<file path="config.mk">
export PLATFORM = sky130hd
export DESIGN_NAME = data_cache_top
export DESIGN_NICKNAME = d
export VERILOG_FILES = /design/src/logic/cache_pkg.sv /design/src/logic/line_if.sv /design/src/logic/line_store.sv /design/src/logic/ddr_burst_engine.sv /design/src/logic/cache_ctrl.sv /design/src/logic/data_cache_top.sv
export VERILOG_INCLUDE_DIRS = /design/src /design/src/logic
export SDC_FILE = /design/constraint.sdc
export NUM_CORES = 1
export LEC_CHECK = 0
export ABC_AREA = 1
export BUFFER_PORTS_ARGS = -buffer_cell sky130_fd_sc_hd__buf_4
export CAP_MARGIN = 10
export CORE_ASPECT_RATIO = 0.7
export CORE_MARGIN = 3
export CORE_UTILIZATION = 65
export CTS_BUF_LIST = sky130_fd_sc_hd__clkbuf_16
export CTS_CLUSTER_SIZE = 14
export DETAILED_ROUTE_END_ITERATION = 7
export PLACE_DENSITY = 0.87
export SLEW_MARGIN = 40
export SYNTH_ARGS = -nofsm -noshare
export SYNTH_HDL_FRONTEND = slang
export SYNTH_HIERARCHICAL = 1
export SYNTH_SLANG_ARGS = --single-unit
</file>
<file path="constraint.sdc">
create_clock -name clk -period 7.8 [get_ports clk]
set_clock_uncertainty 0.1 [all_clocks]
set_input_delay 0.78 -clock clk [delete_from_list [all_inputs] [get_ports clk]]
set_output_delay 0.78 -clock clk [all_outputs]
set_load 0.02 [all_outputs]
</file>
<file path="src/logic/cache_defs.svh">
`ifndef CACHE_DEFS_SVH
`define CACHE_DEFS_SVH

// the line holds this many words and a column vector has one bit per word.
`define DC_LINE_WORDS 16
// each word has this many bits and so this many addressable columns.
`define DC_WORD_BITS 16
// word address width on the command side.
`define DC_ADDR_BITS 16
// byte address width on the DDR side.
`define DC_DDR_ADDR_BITS 28
// one word occupies 8 bytes of DDR.
`define DC_DDR_ADDR_SHIFT 3

`define DC_ROW_IDX_BITS ($clog2(`DC_LINE_WORDS))
`define DC_COL_IDX_BITS ($clog2(`DC_WORD_BITS))

`endif

</file>
<file path="src/logic/cache_pkg.sv">
`include "cache_defs.svh"

package cache_pkg;

    typedef enum logic [2:0] {
        CMD_NONE      = 3'd0,
        CMD_ROW_LOAD  = 3'd1,
        CMD_ROW_STORE = 3'd2,
        CMD_COL_LOAD  = 3'd3,
        CMD_COL_STORE = 3'd4,
        CMD_FLUSH     = 3'd5
    } cmd_t;

    typedef enum logic [2:0] {
        ST_IDLE      = 3'd0,
        ST_WRITEBACK = 3'd1,
        ST_FILL      = 3'd2,
        ST_ACCESS    = 3'd3
    } ctrl_state_t;

    typedef logic [`DC_WORD_BITS-1:0]  word_t;
    typedef logic [`DC_LINE_WORDS-1:0] col_t;  // bit i belongs to word i.

endpackage

</file>
<file path="src/logic/line_if.sv">
`timescale 1ns/1ps
`include "cache_defs.svh"

interface line_if;

    logic [`DC_ROW_IDX_BITS-1:0] row_idx;
    logic [`DC_WORD_BITS-1:0]    row_wdata;
    logic                        row_we;
    logic [`DC_COL_IDX_BITS-1:0] col_idx;
    logic [`DC_LINE_WORDS-1:0]   col_wdata;
    logic                        col_we;
    logic                        engine_sel;     // engine owns the row port during a burst.

    logic [`DC_ROW_IDX_BITS-1:0] eng_row_idx;
    logic [`DC_WORD_BITS-1:0]    eng_row_wdata;
    logic                        eng_row_we;

    logic [`DC_WORD_BITS-1:0]    row_rdata;
    logic [`DC_LINE_WORDS-1:0]   col_rdata;

    modport ctrl_mp (output row_idx, row_wdata, row_we, col_idx, col_wdata, col_we,
                     output engine_sel, input row_rdata, col_rdata);

    modport engine_mp (output eng_row_idx, eng_row_wdata, eng_row_we, input row_rdata);

    modport store_mp (input row_idx, row_wdata, row_we, col_idx, col_wdata, col_we,
                      input engine_sel, eng_row_idx, eng_row_wdata, eng_row_we,
                      output row_rdata, col_rdata);

endinterface

</file>
<file path="src/logic/line_store.sv">
`timescale 1ns/1ps
`include "cache_defs.svh"

module line_store
    import cache_pkg::*;
(
    input logic     clk,
    line_if.store_mp lif
);

    word_t                       mem [`DC_LINE_WORDS];
    logic [`DC_ROW_IDX_BITS-1:0] sel_idx;
    word_t                       sel_wdata;
    logic                        sel_we;
    col_t                        col_gather;

    // ***********************************************************************
    // row port owner
    // ***********************************************************************

    always_comb begin
        if (lif.engine_sel) begin
            sel_idx   = lif.eng_row_idx;
            sel_wdata = lif.eng_row_wdata;
            sel_we    = lif.eng_row_we;
        end else begin
            sel_idx   = lif.row_idx;
            sel_wdata = lif.row_wdata;
            sel_we    = lif.row_we;
        end
    end

    // ***********************************************************************
    // array update
    // ***********************************************************************

    always_ff @(posedge clk) begin
        if (sel_we) begin
            mem[sel_idx] <= sel_wdata;
        end else if (lif.col_we && !lif.engine_sel) begin
            for (int i = 0; i < `DC_LINE_WORDS; i++) begin
                mem[i][lif.col_idx] <= lif.col_wdata[i];   // one bit in every word.
            end
        end
    end

    // reads see the array as of the last edge.
    assign lif.row_rdata = mem[sel_idx];

    always_comb begin
        for (int i = 0; i < `DC_LINE_WORDS; i++) begin
            col_gather[i] = mem[i][lif.col_idx];
        end
    end

    assign lif.col_rdata = col_gather;

endmodule

</file>
<file path="src/logic/ddr_burst_engine.sv">
`timescale 1ns/1ps
`include "cache_defs.svh"

module ddr_burst_engine
    import cache_pkg::*;
(
    input  logic                         clk,
    input  logic                         rst,
    input  logic                         fill_start,
    input  logic                         wb_start,
    input  logic [`DC_ADDR_BITS-1:0]     line_base,
    input  logic [`DC_ADDR_BITS-1:0]     wb_base,
    input  logic                         ddr_rd_valid,
    input  word_t                        ddr_rd_data,
    output logic                         ddr_rd_req,
    output logic [`DC_DDR_ADDR_BITS-1:0] ddr_rd_addr,
    output logic                         ddr_wr_req,
    output logic [`DC_DDR_ADDR_BITS-1:0] ddr_wr_addr,
    output logic                         ddr_wr_valid,
    output word_t                        ddr_wr_data,
    output logic                         burst_done,
    line_if.engine_mp                    lif
);

    localparam int CNT_BITS = `DC_ROW_IDX_BITS + 1;
    localparam int PAD_BITS = `DC_DDR_ADDR_BITS - `DC_ADDR_BITS - `DC_DDR_ADDR_SHIFT;
    localparam logic [CNT_BITS-1:0] LAST = CNT_BITS'(`DC_LINE_WORDS);

    logic [CNT_BITS-1:0] cnt;
    logic [CNT_BITS-1:0] cnt_inc;
    logic                fill_run;
    logic                wb_run;
    logic                fill_go;
    logic                wb_go;
    logic                rd_take;
    logic                wr_send;

    assign fill_go = fill_start | fill_run;
    assign wb_go   = wb_start | wb_run;
    assign rd_take = fill_go & ddr_rd_valid;
    assign wr_send = wb_go & (cnt != LAST);  // stop putting words out after the 16th.
    assign cnt_inc = cnt + CNT_BITS'(1);

    assign ddr_rd_req  = fill_start;
    assign ddr_wr_req  = wb_start;
    assign ddr_rd_addr = {{PAD_BITS{1'b0}}, line_base, {`DC_DDR_ADDR_SHIFT{1'b0}}};
    assign ddr_wr_addr = {{PAD_BITS{1'b0}}, wb_base, {`DC_DDR_ADDR_SHIFT{1'b0}}};

    // fill words go straight into the line at the running index.
    assign lif.eng_row_idx   = cnt[`DC_ROW_IDX_BITS-1:0];
    assign lif.eng_row_wdata = ddr_rd_data;
    assign lif.eng_row_we    = rd_take;

    // ***********************************************************************
    // burst counter
    // ***********************************************************************

    always_ff @(posedge clk or negedge rst) begin
        if (!rst) begin
            cnt          <= '0;
            fill_run     <= 1'b0;
            wb_run       <= 1'b0;
            ddr_wr_valid <= 1'b0;
            burst_done   <= 1'b0;
        end else begin
            burst_done   <= 1'b0;
            ddr_wr_valid <= wr_send;
            if (fill_start) begin
                fill_run <= 1'b1;
            end
            if (rd_take) begin
                if (cnt_inc == LAST) begin
                    cnt        <= '0;
                    fill_run   <= 1'b0;
                    burst_done <= 1'b1;
                end else begin
                    cnt <= cnt_inc;
                end
            end else if (wb_go) begin
                if (cnt == LAST) begin                 // last word is on the bus now.
                    cnt        <= '0;
                    wb_run     <= 1'b0;
                    burst_done <= 1'b1;
                end else begin
                    cnt    <= cnt_inc;
                    wb_run <= 1'b1;
                end
            end
        end
    end

    always_ff @(posedge clk) begin
        if (wr_send) begin
            ddr_wr_data <= lif.row_rdata;
        end
    end

endmodule

</file>
<file path="src/logic/cache_ctrl.sv">
`timescale 1ns/1ps
`include "cache_defs.svh"

module cache_ctrl
    import cache_pkg::*;
(
    input  logic                        clk,
    input  logic                        rst,
    input  logic                        cmd_valid,
    input  cmd_t                        cmd,
    input  logic [`DC_ADDR_BITS-1:0]    addr,
    input  logic [`DC_COL_IDX_BITS-1:0] col,
    input  word_t                       row_wdata,
    input  col_t                        col_wdata,
    input  logic                        burst_done,
    output logic                        busy,
    output logic                        done,
    output word_t                       row_rdata,
    output col_t                        col_rdata,
    output logic                        fill_start,
    output logic                        wb_start,
    output logic [`DC_ADDR_BITS-1:0]    line_base,
    output logic [`DC_ADDR_BITS-1:0]    wb_base,
    line_if.ctrl_mp                     lif
);

    localparam int TAG_BITS = `DC_ADDR_BITS - `DC_ROW_IDX_BITS;

    ctrl_state_t                 state;
    cmd_t                        cmd_q;
    logic [`DC_ADDR_BITS-1:0]    addr_q;
    logic [`DC_COL_IDX_BITS-1:0] col_q;
    word_t                       row_wdata_q;
    col_t                        col_wdata_q;
    logic [TAG_BITS-1:0]         tag_q;
    logic                        valid_q;
    logic                        dirty_q;
    logic                        fill_kick;
    logic                        wb_kick;
    word_t                       row_rdata_q;
    col_t                        col_rdata_q;
    logic                        accept;
    logic                        hit;
    logic                        is_flush;
    logic                        is_store;
    logic                        wb_end;
    logic                        fill_end;
    logic                        access;

    assign accept   = cmd_valid && (state == ST_IDLE) && (cmd != CMD_NONE);
    assign hit      = valid_q && (tag_q == addr[`DC_ADDR_BITS-1 -: TAG_BITS]);
    assign is_flush = (cmd_q == CMD_FLUSH);
    assign is_store = (cmd_q == CMD_ROW_STORE) || (cmd_q == CMD_COL_STORE);
    assign wb_end   = (state == ST_WRITEBACK) && burst_done;
    assign fill_end = (state == ST_FILL) && burst_done;
    assign access   = (state == ST_ACCESS) || fill_end;  // the line is complete here.

    // ***********************************************************************
    // sequencing FSM
    // ***********************************************************************

    always_ff @(posedge clk or negedge rst) begin
        if (!rst) begin
            state     <= ST_IDLE;
            valid_q   <= 1'b0;
            dirty_q   <= 1'b0;
            fill_kick <= 1'b0;
            wb_kick   <= 1'b0;
        end else begin
            fill_kick <= 1'b0;
            wb_kick   <= 1'b0;
            case (state)
                ST_IDLE: begin
                    if (accept) begin
                        if (valid_q && dirty_q && ((cmd == CMD_FLUSH) || !hit)) begin
                            state   <= ST_WRITEBACK;
                            wb_kick <= 1'b1;
                        end else if ((cmd == CMD_FLUSH) || hit) begin
                            state <= ST_ACCESS;
                        end else begin
                            state     <= ST_FILL;
                            fill_kick <= 1'b1;
                        end
                    end
                end
                ST_WRITEBACK: begin
                    if (burst_done) begin
                        if (is_flush) begin
                            dirty_q <= 1'b0;
                            state   <= ST_IDLE;
                        end else begin
                            state <= ST_FILL;
                        end
                    end
                end
                ST_FILL: begin
                    if (burst_done) begin
                        valid_q <= 1'b1;
                        dirty_q <= is_store;   // a store completing the miss dirties the fresh line.
                        state   <= ST_IDLE;
                    end
                end
                ST_ACCESS: begin
                    if (is_store) begin
                        dirty_q <= 1'b1;
                    end
                    state <= ST_IDLE;
                end
                default: state <= ST_IDLE;
            endcase
        end
    end

    always_ff @(posedge clk) begin
        if (accept) begin
            cmd_q       <= cmd;
            addr_q      <= addr;
            col_q       <= col;
            row_wdata_q <= row_wdata;
            col_wdata_q <= col_wdata;
        end
        if (fill_end) begin
            tag_q <= addr_q[`DC_ADDR_BITS-1 -: TAG_BITS];
        end
        if (access) begin
            row_rdata_q <= lif.row_rdata;
            col_rdata_q <= lif.col_rdata;
        end
    end

    assign busy       = (state != ST_IDLE);
    assign done       = access || (wb_end && is_flush);
    assign wb_start   = wb_kick;
    assign fill_start = fill_kick || (wb_end && !is_flush);  // fill follows write-back at once.
    assign line_base  = {addr_q[`DC_ADDR_BITS-1 -: TAG_BITS], {`DC_ROW_IDX_BITS{1'b0}}};
    assign wb_base    = {tag_q, {`DC_ROW_IDX_BITS{1'b0}}};
    assign row_rdata  = access ? lif.row_rdata : row_rdata_q;
    assign col_rdata  = access ? lif.col_rdata : col_rdata_q;

    assign lif.engine_sel = (state == ST_WRITEBACK) || ((state == ST_FILL) && !burst_done);
    assign lif.row_idx    = addr_q[`DC_ROW_IDX_BITS-1:0];
    assign lif.row_wdata  = row_wdata_q;
    assign lif.row_we     = access && (cmd_q == CMD_ROW_STORE);
    assign lif.col_idx    = col_q;
    assign lif.col_wdata  = col_wdata_q;
    assign lif.col_we     = access && (cmd_q == CMD_COL_STORE);

endmodule

</file>
<file path="src/logic/data_cache_top.sv">
`timescale 1ns/1ps
`include "cache_defs.svh"

module data_cache_top
    import cache_pkg::*;
(
    input  logic                         clk,
    input  logic                         rst,
    input  logic                         cmd_valid,
    input  cmd_t                         cmd,
    input  logic [`DC_ADDR_BITS-1:0]     addr,
    input  logic [`DC_COL_IDX_BITS-1:0]  col,
    input  word_t                        row_wdata,
    input  col_t                         col_wdata,
    output logic                         busy,
    output logic                         done,
    output word_t                        row_rdata,
    output col_t                         col_rdata,
    output logic                         ddr_rd_req,
    output logic [`DC_DDR_ADDR_BITS-1:0] ddr_rd_addr,
    input  logic                         ddr_rd_valid,
    input  word_t                        ddr_rd_data,
    output logic                         ddr_wr_req,
    output logic [`DC_DDR_ADDR_BITS-1:0] ddr_wr_addr,
    output logic                         ddr_wr_valid,
    output word_t                        ddr_wr_data
);

    logic                     fill_start;
    logic                     wb_start;
    logic                     burst_done;
    logic [`DC_ADDR_BITS-1:0] line_base;
    logic [`DC_ADDR_BITS-1:0] wb_base;

    line_if lif ();

    cache_ctrl u_ctrl (
        .clk, .rst, .cmd_valid, .cmd, .addr, .col, .row_wdata, .col_wdata,
        .burst_done, .busy, .done, .row_rdata, .col_rdata,
        .fill_start, .wb_start, .line_base, .wb_base,
        .lif (lif.ctrl_mp)
    );

    ddr_burst_engine u_engine (
        .clk, .rst, .fill_start, .wb_start, .line_base, .wb_base,
        .ddr_rd_valid, .ddr_rd_data,
        .ddr_rd_req, .ddr_rd_addr, .ddr_wr_req, .ddr_wr_addr,
        .ddr_wr_valid, .ddr_wr_data, .burst_done,
        .lif (lif.engine_mp)
    );

    line_store u_store (
        .clk,
        .lif (lif.store_mp)
    );

endmodule

</file>
==> qor.csv, run 1 <==
stage,metric,value,unit
global_routing,grt_max_degree,73,
clock_tree,clkSinkCount,386,
clock_tree,cts.htree.levels,2,
detailed_routing,drtAntennaViolNets,0,
critical_path,max_stage_delay,750,ps
global_routing,antenna_found_initial,1,
critical_path,critPathTopFamily,simple AND/OR/NAND/NOR gates,
final_layout,drive_above_1_share,12.2,%
logic_synthesis,ys_seq_area_share,51.2,%
logic_synthesis,netlist_instances,2678,
global_routing,grt.overflow.total,0,
sta,hold_viol_final,0,
critical_path,path_cells,"inv_1, ha_1, inv_1, o21ai_2, buf_4, inv_4, nand2_4, nand2_4, buf_4, nand2_1, nand2_1, nand2_1, nand2_1, nand2_1, nand2_1, inv_1, nand2_1, nand2_1, nand2_1, buf_4",
run,timing.max_cap.violations,0,
logic_synthesis,avgSynthCellArea,8.16,um2
final_layout,nFillCells,2421,
clock_tree,clock-root-buffer,clkbuf_16,
critical_path,regToRegSetupSlack,3160,ps
placement,place_area,0.0223,mm2
detailed_routing,via_per_inst,6.28,
pwr,peakVddDrop,0.000371,V
logic_synthesis,synth.most_common_cell,nand2_1,
placement,io_buffers,151,
logic_synthesis,synth_common_cells,"nand2_1, edfxtp_1, o21ai_0, nand3_1, inv_1",
outcome,status,completed,
critical_path,timing.critical_path.mode_cell,nand2_1,
pwr,power,9760,uW
critical_path,cp_data_required_time,6920,ps
critical_path,critPathMaxFanout,72,
logic_synthesis,synth_top_area_share,46.6,%
worst_hold_path,hold_class,input pin to flip-flop,
die,initial_core_util,66.8,%
global_routing,grt_pass1_wl,98.6,mm
placement,globalplace.congestion,0.927,
die,ios,184,
logic_synthesis,ys_ff_latch,386,
die,dieArea,0.0359,mm2
global_routing,met3_usage,13.6,%
detailed_routing,wire_per_inst,20.8,um
sta,tightest_slew,874,ps
logic_synthesis,synth.distinct_cells,38,
die,fp.dieW,225,um
global_routing,grt_util_all_layers,35.0,%
final_layout,diodes,0,
logic_synthesis,synth_edf_count,339,
pwr,swShare,46.7,%
final_layout,syn_to_final_growth,7.21,%
sta,relSlewSlack,41.7,%
sta,tns,0,ps
pwr,pwr-share-seq,32.1,%
sta,max_freq,178,MHz
final_layout,finalInstanceArea,0.0234,mm2
sta,timing.final.crit_period,5630,ps
global_routing,grt_use_met1,47.1,%
logic_synthesis,synth_top_cell_by_area,edfxtp_1,
pwr,p_per_area,417,mW/mm2
sta,layout_setup_ws,2170,ps
clock_tree,clk_latency,560,ps
logic_synthesis,async_flop_share,3.89,%
placement,pre_cts_ws,2990,ps
detailed_routing,finalWirelength,64.1,mm
detailed_routing,vias,19400,
placement,dp.final_hpwl,42.2,mm
pwr,pwr-share-comb,50.0,%
pwr,p_int,5200,uW
critical_path,crit_slowest_cell,buf_4,
logic_synthesis,synth_area,0.0218,mm2
final_layout,nets,2716,
die,core_area,0.0327,mm2
critical_path,cp_num_buf_inv,7,
global_routing,grt_pass1_vias,18200,
clock_tree,clkTransAtPathRegs,60,ps
detailed_routing,drc,0,
pwr,p_sw,4560,uW
critical_path,startpoint_type,flip-flop,
logic_synthesis,yosys_warnings,6,
clock_tree,cts_resized,0,
critical_path,endpoint_kind,output pin,
clock_tree,cts_tree,done,
sta,finalSetupViolations,0,
detailed_routing,drt_iter0_drc,3299,
sta,whs,291,ps
pwr,leakagePower,0.0119,uW
logic_synthesis,yosys_most_used_dff,edfxtp_1,
critical_path,cp.arrival,4750,ps
detailed_routing,first_pass_iters,7,
die,fp-row-count,55,
sta,slew_viol_final,0,
critical_path,path_class,flip-flop to output pin,
clock_tree,numCtsBuffers,38,
pwr,p_clk_share,17.9,%
clock_tree,clockBufferDepth,3,
global_routing,globalRouteMet2Util,51.7,%
sta,rsz0062_at_grt,false,
sta,layout_worst_path_cycle_share,72.1,%
die,fp.dieH,159,um
global_routing,busiest_layer,met2,
logic_synthesis,netlist_top_cells_area,"edfxtp_1, nand2_1, o21ai_0, a22oi_1, nand3_1",
[worst register-to-register path: stages (launching register included)]
cell	delay, ps
dfrtp_1	400
inv_1	100
ha_1	240
nand2_1	90
inv_2	160
nor2_4	110
buf_4	410
nor2_1	190
nor3b_4	710
nand3_2	790
nand2_1	810
o21ai_0	230
[state kept, by name, summed over array words and instances (netlist names), 2 cells and up]
signal                count
u_ctrl/addr_q            16
u_ctrl/cmd_q              3
u_ctrl/col_rdata_q       16
u_ctrl/lif.col_idx        4
u_ctrl/lif.col_wdata     16
u_ctrl/lif.row_wdata     16
u_ctrl/row_rdata_q       16
u_ctrl/state              2
u_ctrl/tag_q             12
u_engine/cnt              5
u_engine/ddr_wr_data     16
u_store/mem             256
[worst paths after layout]
check,from,to,cells past startpoint
max in group asynchronous,rst,u_engine/cnt[2]$_DFFE_PN0P_,2
min in group asynchronous,rst,u_ctrl/dirty_q$_DFFE_PN0P_,2
setup / recovery,u_ctrl/state[0]$_DFFE_PN0P_,row_rdata[14],20
setup reg to reg,u_ctrl/state[0]$_DFFE_PN0P_,u_store/mem[5][7]$_DFFE_PP_,11
hold / removal,col_wdata[8],u_ctrl/lif.col_wdata[8]$_DFFE_PP_,1
hold reg to reg,u_ctrl/row_rdata_q[12]$_DFF_P_,u_ctrl/row_rdata_q[12]$_DFF_P_,2
[power groups by stage]
stage                     registers (uW)  logic [uW]  clock network, uW
after global routing                3160        5280               1840
final                               3130        4880               1750
after detailed placement            3170        4600                  0
after CTS                           3130        4630               1760
after global placement              3150        4450                  0
after floorplan                     3150        3310                  0
[cells by family (layout without fill, tap and decap cells)]
group	Yosys count	count (layout)	synth area share [%]
compound gates	405	405	10.8
fa+ha+maj	6	6	0.344
buf+inv	430	384	9.97
flops	386	386	51.2
mux	1	1	0.103
other cells	2	32	0.0344
simple gates	1448	1448	27.5
[per-layer routing]
metal / share of wire, % / vias to the layer above / routed length [um]
li1: - / 8585 / -
met1: 35 / 8761 / 22700
met5: 0.020 / - / 13
met4: 4.2 / 2 / 2690
met3: 18 / 266 / 11500
met2: 43 / 1784 / 27300
[repair_timing]
| item | CTS | global route |
|---|---|---|
| hold endpoints to repair | 15 | 0 |
| buffers inserted | 0 | 0 |
| hold buffers | 1 | 0 |
[per-stage QoR]
stage / instances / utilization, %
after detailed placement: 3020 / 68.1
final: 3089 / 71.7
after global placement: 3020 / 68.0
after CTS: 3088 / 71.6
after floorplan: 2708 / -
after global routing: 3089 / 71.7
[placed cells by master (no fill, tap or decap), types with 2 or more instances in the layout]
cell type	Yosys	final
a21oi_1	9	9
a22oi_1	128	128
buf_4	90	175
bufinv_16	0	2
clkbuf_16	0	38
clkinv_1	1	10
clkinv_2	0	5
conb_1	2	32
dfrtp_1	15	15
dfxtp_1	32	32
edfxtp_1	339	339
ha_1	6	6
inv_1	134	142
inv_2	2	4
inv_4	2	2
inv_6	0	2
nand2_1	1189	1189
nand2_2	39	37
nand2_4	20	22
nand3_1	150	144
nand3_2	1	7
nand4_1	3	3
nor2_1	31	23
nor2_2	4	7
nor2_4	2	7
nor3_4	4	4
o21ai_0	262	261
o21ai_2	2	3
[cell type report]
type                    instances  area (um2)  area share [%]
inverters                     139         527            2.25
well taps                     427         534            2.28
multi-input cells            1892        8670            37.0
flip-flops and latches        386       11200            47.8
clock buffers                  38         951            4.06
clock inverters                29         190           0.812
repair buffers                178        1350            5.76
Note: power is estimated with default switching activity, not from simulation.
==> inputs of run 2 (changes only) <==
--- a/config.mk
+++ b/config.mk
@@ -6,16 +6,16 @@
 export SDC_FILE = /design/constraint.sdc
 export NUM_CORES = 1
 export LEC_CHECK = 0
-export ABC_AREA = 1
+export ABC_AREA = 0
 export BUFFER_PORTS_ARGS = -buffer_cell sky130_fd_sc_hd__buf_4
 export CAP_MARGIN = 10
 export CORE_ASPECT_RATIO = 0.7
 export CORE_MARGIN = 3
-export CORE_UTILIZATION = 65
+export CORE_UTILIZATION = 55
 export CTS_BUF_LIST = sky130_fd_sc_hd__clkbuf_16
 export CTS_CLUSTER_SIZE = 14
 export DETAILED_ROUTE_END_ITERATION = 7
-export PLACE_DENSITY = 0.87
+export PLACE_DENSITY = 0.78
 export SLEW_MARGIN = 40
 export SYNTH_ARGS = -nofsm -noshare
 export SYNTH_HDL_FRONTEND = slang
==> constraint.sdc (replaced) <==
create_clock -name clk -period 4.75 [get_ports clk]
set_clock_uncertainty 0.1 [all_clocks]
set_input_delay 0.475 -clock clk [delete_from_list [all_inputs] [get_ports clk]]
set_output_delay 0.475 -clock clk [all_outputs]
set_load 0.02 [all_outputs]
==> qor.csv, run 2 <==
stage,metric,value,unit
outcome,status,completed,
run,timing.max_cap.violations,0,
sta,hold_viol_final,0,
final_layout,mostFrequentLayoutCells,"nand2_1, edfxtp_1, a21o_1",
global_routing,grt_pass1_vias,16800,
detailed_routing,drtAntennaViolNets,0,
placement,dp.final_hpwl,47.5,mm
logic_synthesis,synth.distinct_cells,64,
critical_path,startpoint_type,flip-flop,
clock_tree,cts.htree.levels,2,
critical_path,critPathMaxFanout,33,
logic_synthesis,yosys_warnings,6,
detailed_routing,wire_per_inst,26.4,um
die,core_area,0.0400,mm2
pwr,leakagePower,0.0118,uW
worst_hold_path,hold_class,input pin to flip-flop,
critical_path,endpoint_kind,output pin,
logic_synthesis,avgSynthCellArea,11.6,um2
placement,globalplace.congestion,1.07,
placement,io_buffers,151,
die,dieArea,0.0434,mm2
final_layout,diodes,0,
sta,finalSetupViolations,0,
logic_synthesis,ys_seq_area_share,49.8,%
final_layout,nets,2107,
detailed_routing,first_pass_iters,6,
logic_synthesis,synth.most_common_cell,nand2_1,
global_routing,antenna_found_initial,1,
detailed_routing,vias,17500,
sta,relSlewSlack,39.3,%
global_routing,grt.overflow.total,0,
logic_synthesis,synth_top_area_share,45.3,%
placement,dp_cells,2477,
critical_path,path_class,flip-flop to output pin,
sta,rsz0062_at_grt,false,
die,fp.dieH,175,um
clock_tree,clockBufferDepth,3,
clock_tree,cts_tree,done,
sta,tns,0,ps
global_routing,grt_pass1_wl,104,mm
logic_synthesis,async_flop_share,3.89,%
detailed_routing,finalWirelength,68.5,mm
logic_synthesis,synth_area,0.0225,mm2
final_layout,syn_to_final_growth,13.0,%
critical_path,cp.arrival,3980,ps
pwr,p_per_area,556,mW/mm2
logic_synthesis,synth_top_cell_by_area,edfxtp_1,
logic_synthesis,synth_edf_count,339,
logic_synthesis,yosys_most_used_dff,edfxtp_1,
global_routing,grt_util_all_layers,31.6,%
logic_synthesis,netlist_instances,1944,
clock_tree,post_cts_buffers,0,
detailed_routing,drc,0,
sta,layout_worst_path_cycle_share,96.0,%
detailed_routing,drt_iter0_drc,3709,
final_layout,largest_register,u_store/mem,
sta,timing.final.crit_period,4560,ps
final_layout,final_common_cell,nand2_1,
detailed_routing,via_per_inst,6.76,
die,fp-row-count,61,
clock_tree,clock-root-buffer,clkbuf_16,
logic_synthesis,synth_common_cells,"nand2_1, edfxtp_1, a21o_1, mux4_2, buf_4",
sta,tightest_slew,908,ps
logic_synthesis,ys_ff_latch,386,
clock_tree,numCtsBuffers,39,
sta,max_freq,219,MHz
clock_tree,clkSinkCount,386,
logic_synthesis,netlist_top_cells_area,"edfxtp_1, mux4_2, a21o_1, nand2_1, buf_4",
die,ios,184,
final_layout,stdcell_count,2590,
final_layout,largest_reg_flops,256,
critical_path,cp_data_required_time,4180,ps
clock_tree,clkTransAtPathRegs,70,ps
die,fp.dieW,248,um
final_layout,drive_above_1_share,24.8,%
clock_tree,clk_latency,550,ps
sta,slew_viol_final,0,
global_routing,grt_max_degree,100,
die,initial_core_util,56.2,%
pwr,peakVddDrop,0.000487,V
run 2: layer usage:
| layer | part of all wire, % | GRT usage, % |
|---|---|---|
| met2 | 43 | 45.6 |
| met3 | 19 | 12.5 |
| met5 | 0.025 | 0 |
| met4 | 2.7 | 7.80 |
| met1 | 36 | 45.0 |
run 2: critical path: stages, from the launching register on:
cell	delay, ps
dfrtp_1	400
inv_1	80
ha_1	260
a21o_4	350
buf_4	250
nand2b_1	110
buf_6	310
o32ai_1	140
o41ai_1	450
buf_4	200
nand4_1	290
mux2_2	410
buf_4	170
run 2: path summary, 6_finish.rpt:
check | cells past startpoint | to | slack [ps] | start
setup / recovery | 12 | row_rdata[10] | 190 | u_ctrl/state[0]$_DFFE_PN0P_
hold / removal | 1 | u_ctrl/addr_q[8]$_DFFE_PP_ | 20 | addr[8]
setup reg to reg | 10 | u_store/mem[5][14]$_DFFE_PP_ | 530 | u_ctrl/state[0]$_DFFE_PN0P_
hold reg to reg | 0 | u_ctrl/tag_q[3]$_DFFE_PP_ | 350 | u_ctrl/addr_q[7]$_DFFE_PP_
max in group asynchronous | 2 | u_engine/cnt[0]$_DFFE_PN0P_ | 4090 | rst
min in group asynchronous | 2 | u_ctrl/state[1]$_DFFE_PN0P_ | 250 | rst
run 2: logic make-up (layout without fill, tap and decap cells):
| group | after synthesis | count (layout) | share of synthesized area [%] |
|---|---|---|---|
| and+or+nand+nor | 593 | 593 | 12.1 |
| AOI/OAI and AO/OA | 449 | 449 | 15.5 |
| DFF | 386 | 386 | 49.8 |
| buffers and inverters | 329 | 410 | 7.89 |
| muxes | 163 | 163 | 13.7 |
| xor gates and xnor gates | 16 | 16 | 0.623 |
| adders and majority gates | 6 | 6 | 0.334 |
| other | 2 | 32 | 0.0334 |
run 2: repair_timing:
| item | in CTS | in global routing |
|---|---|---|
| hold endpoints to repair | 56 | 0 |
| gates cloned | 0 | 0 |
| pin swaps | 0 | 0 |
| hold buffers | 42 | 0 |
| resized for setup | 1 | 3 |
| setup endpoints to repair | 1 | 10 |
run 2: metrics by stage:
| stage | setup slack (ps) | utilization, % | total power, uW | hold WS [ps] | instance area [um2] |
|---|---|---|---|---|---|
| 5_1_grt | 30.2 | 63.6 | 14700 | 7.87 | 25400 |
| 6_report | 190 | 63.6 | 14100 | 15.2 | 25400 |
| 4_1_cts | 71.2 | 63.5 | 13900 | 1.42 | 25400 |
| 2_1_floorplan | 1410 | - | 8880 | 79.4 | 22600 |
| 3_5_place_dp | 576 | 59.3 | 10800 | 243 | 23700 |
| 3_3_place_gp | 743 | 59.1 | 10600 | 240 | 23600 |
run 2: power by group:
group          internal, uW  leakage, uW  switching [uW]
clock                  1710     0.000620            1360
combinational          2560      0.00769            3610
sequential             4470      0.00353             420
run 2: area by class of cell:
| class | count | area (um2) |
|---|---|---|
| Tap cell | 535 | 669 |
| Timing Repair Buffer | 294 | 2410 |
| Sequential cell | 386 | 11200 |
| Clock buffer | 39 | 976 |
| Clock inverter | 31 | 248 |
| Fill cell | 3028 | 14600 |
| Inverter | 46 | 173 |
| Multi-Input combinational cell | 1259 | 9750 |
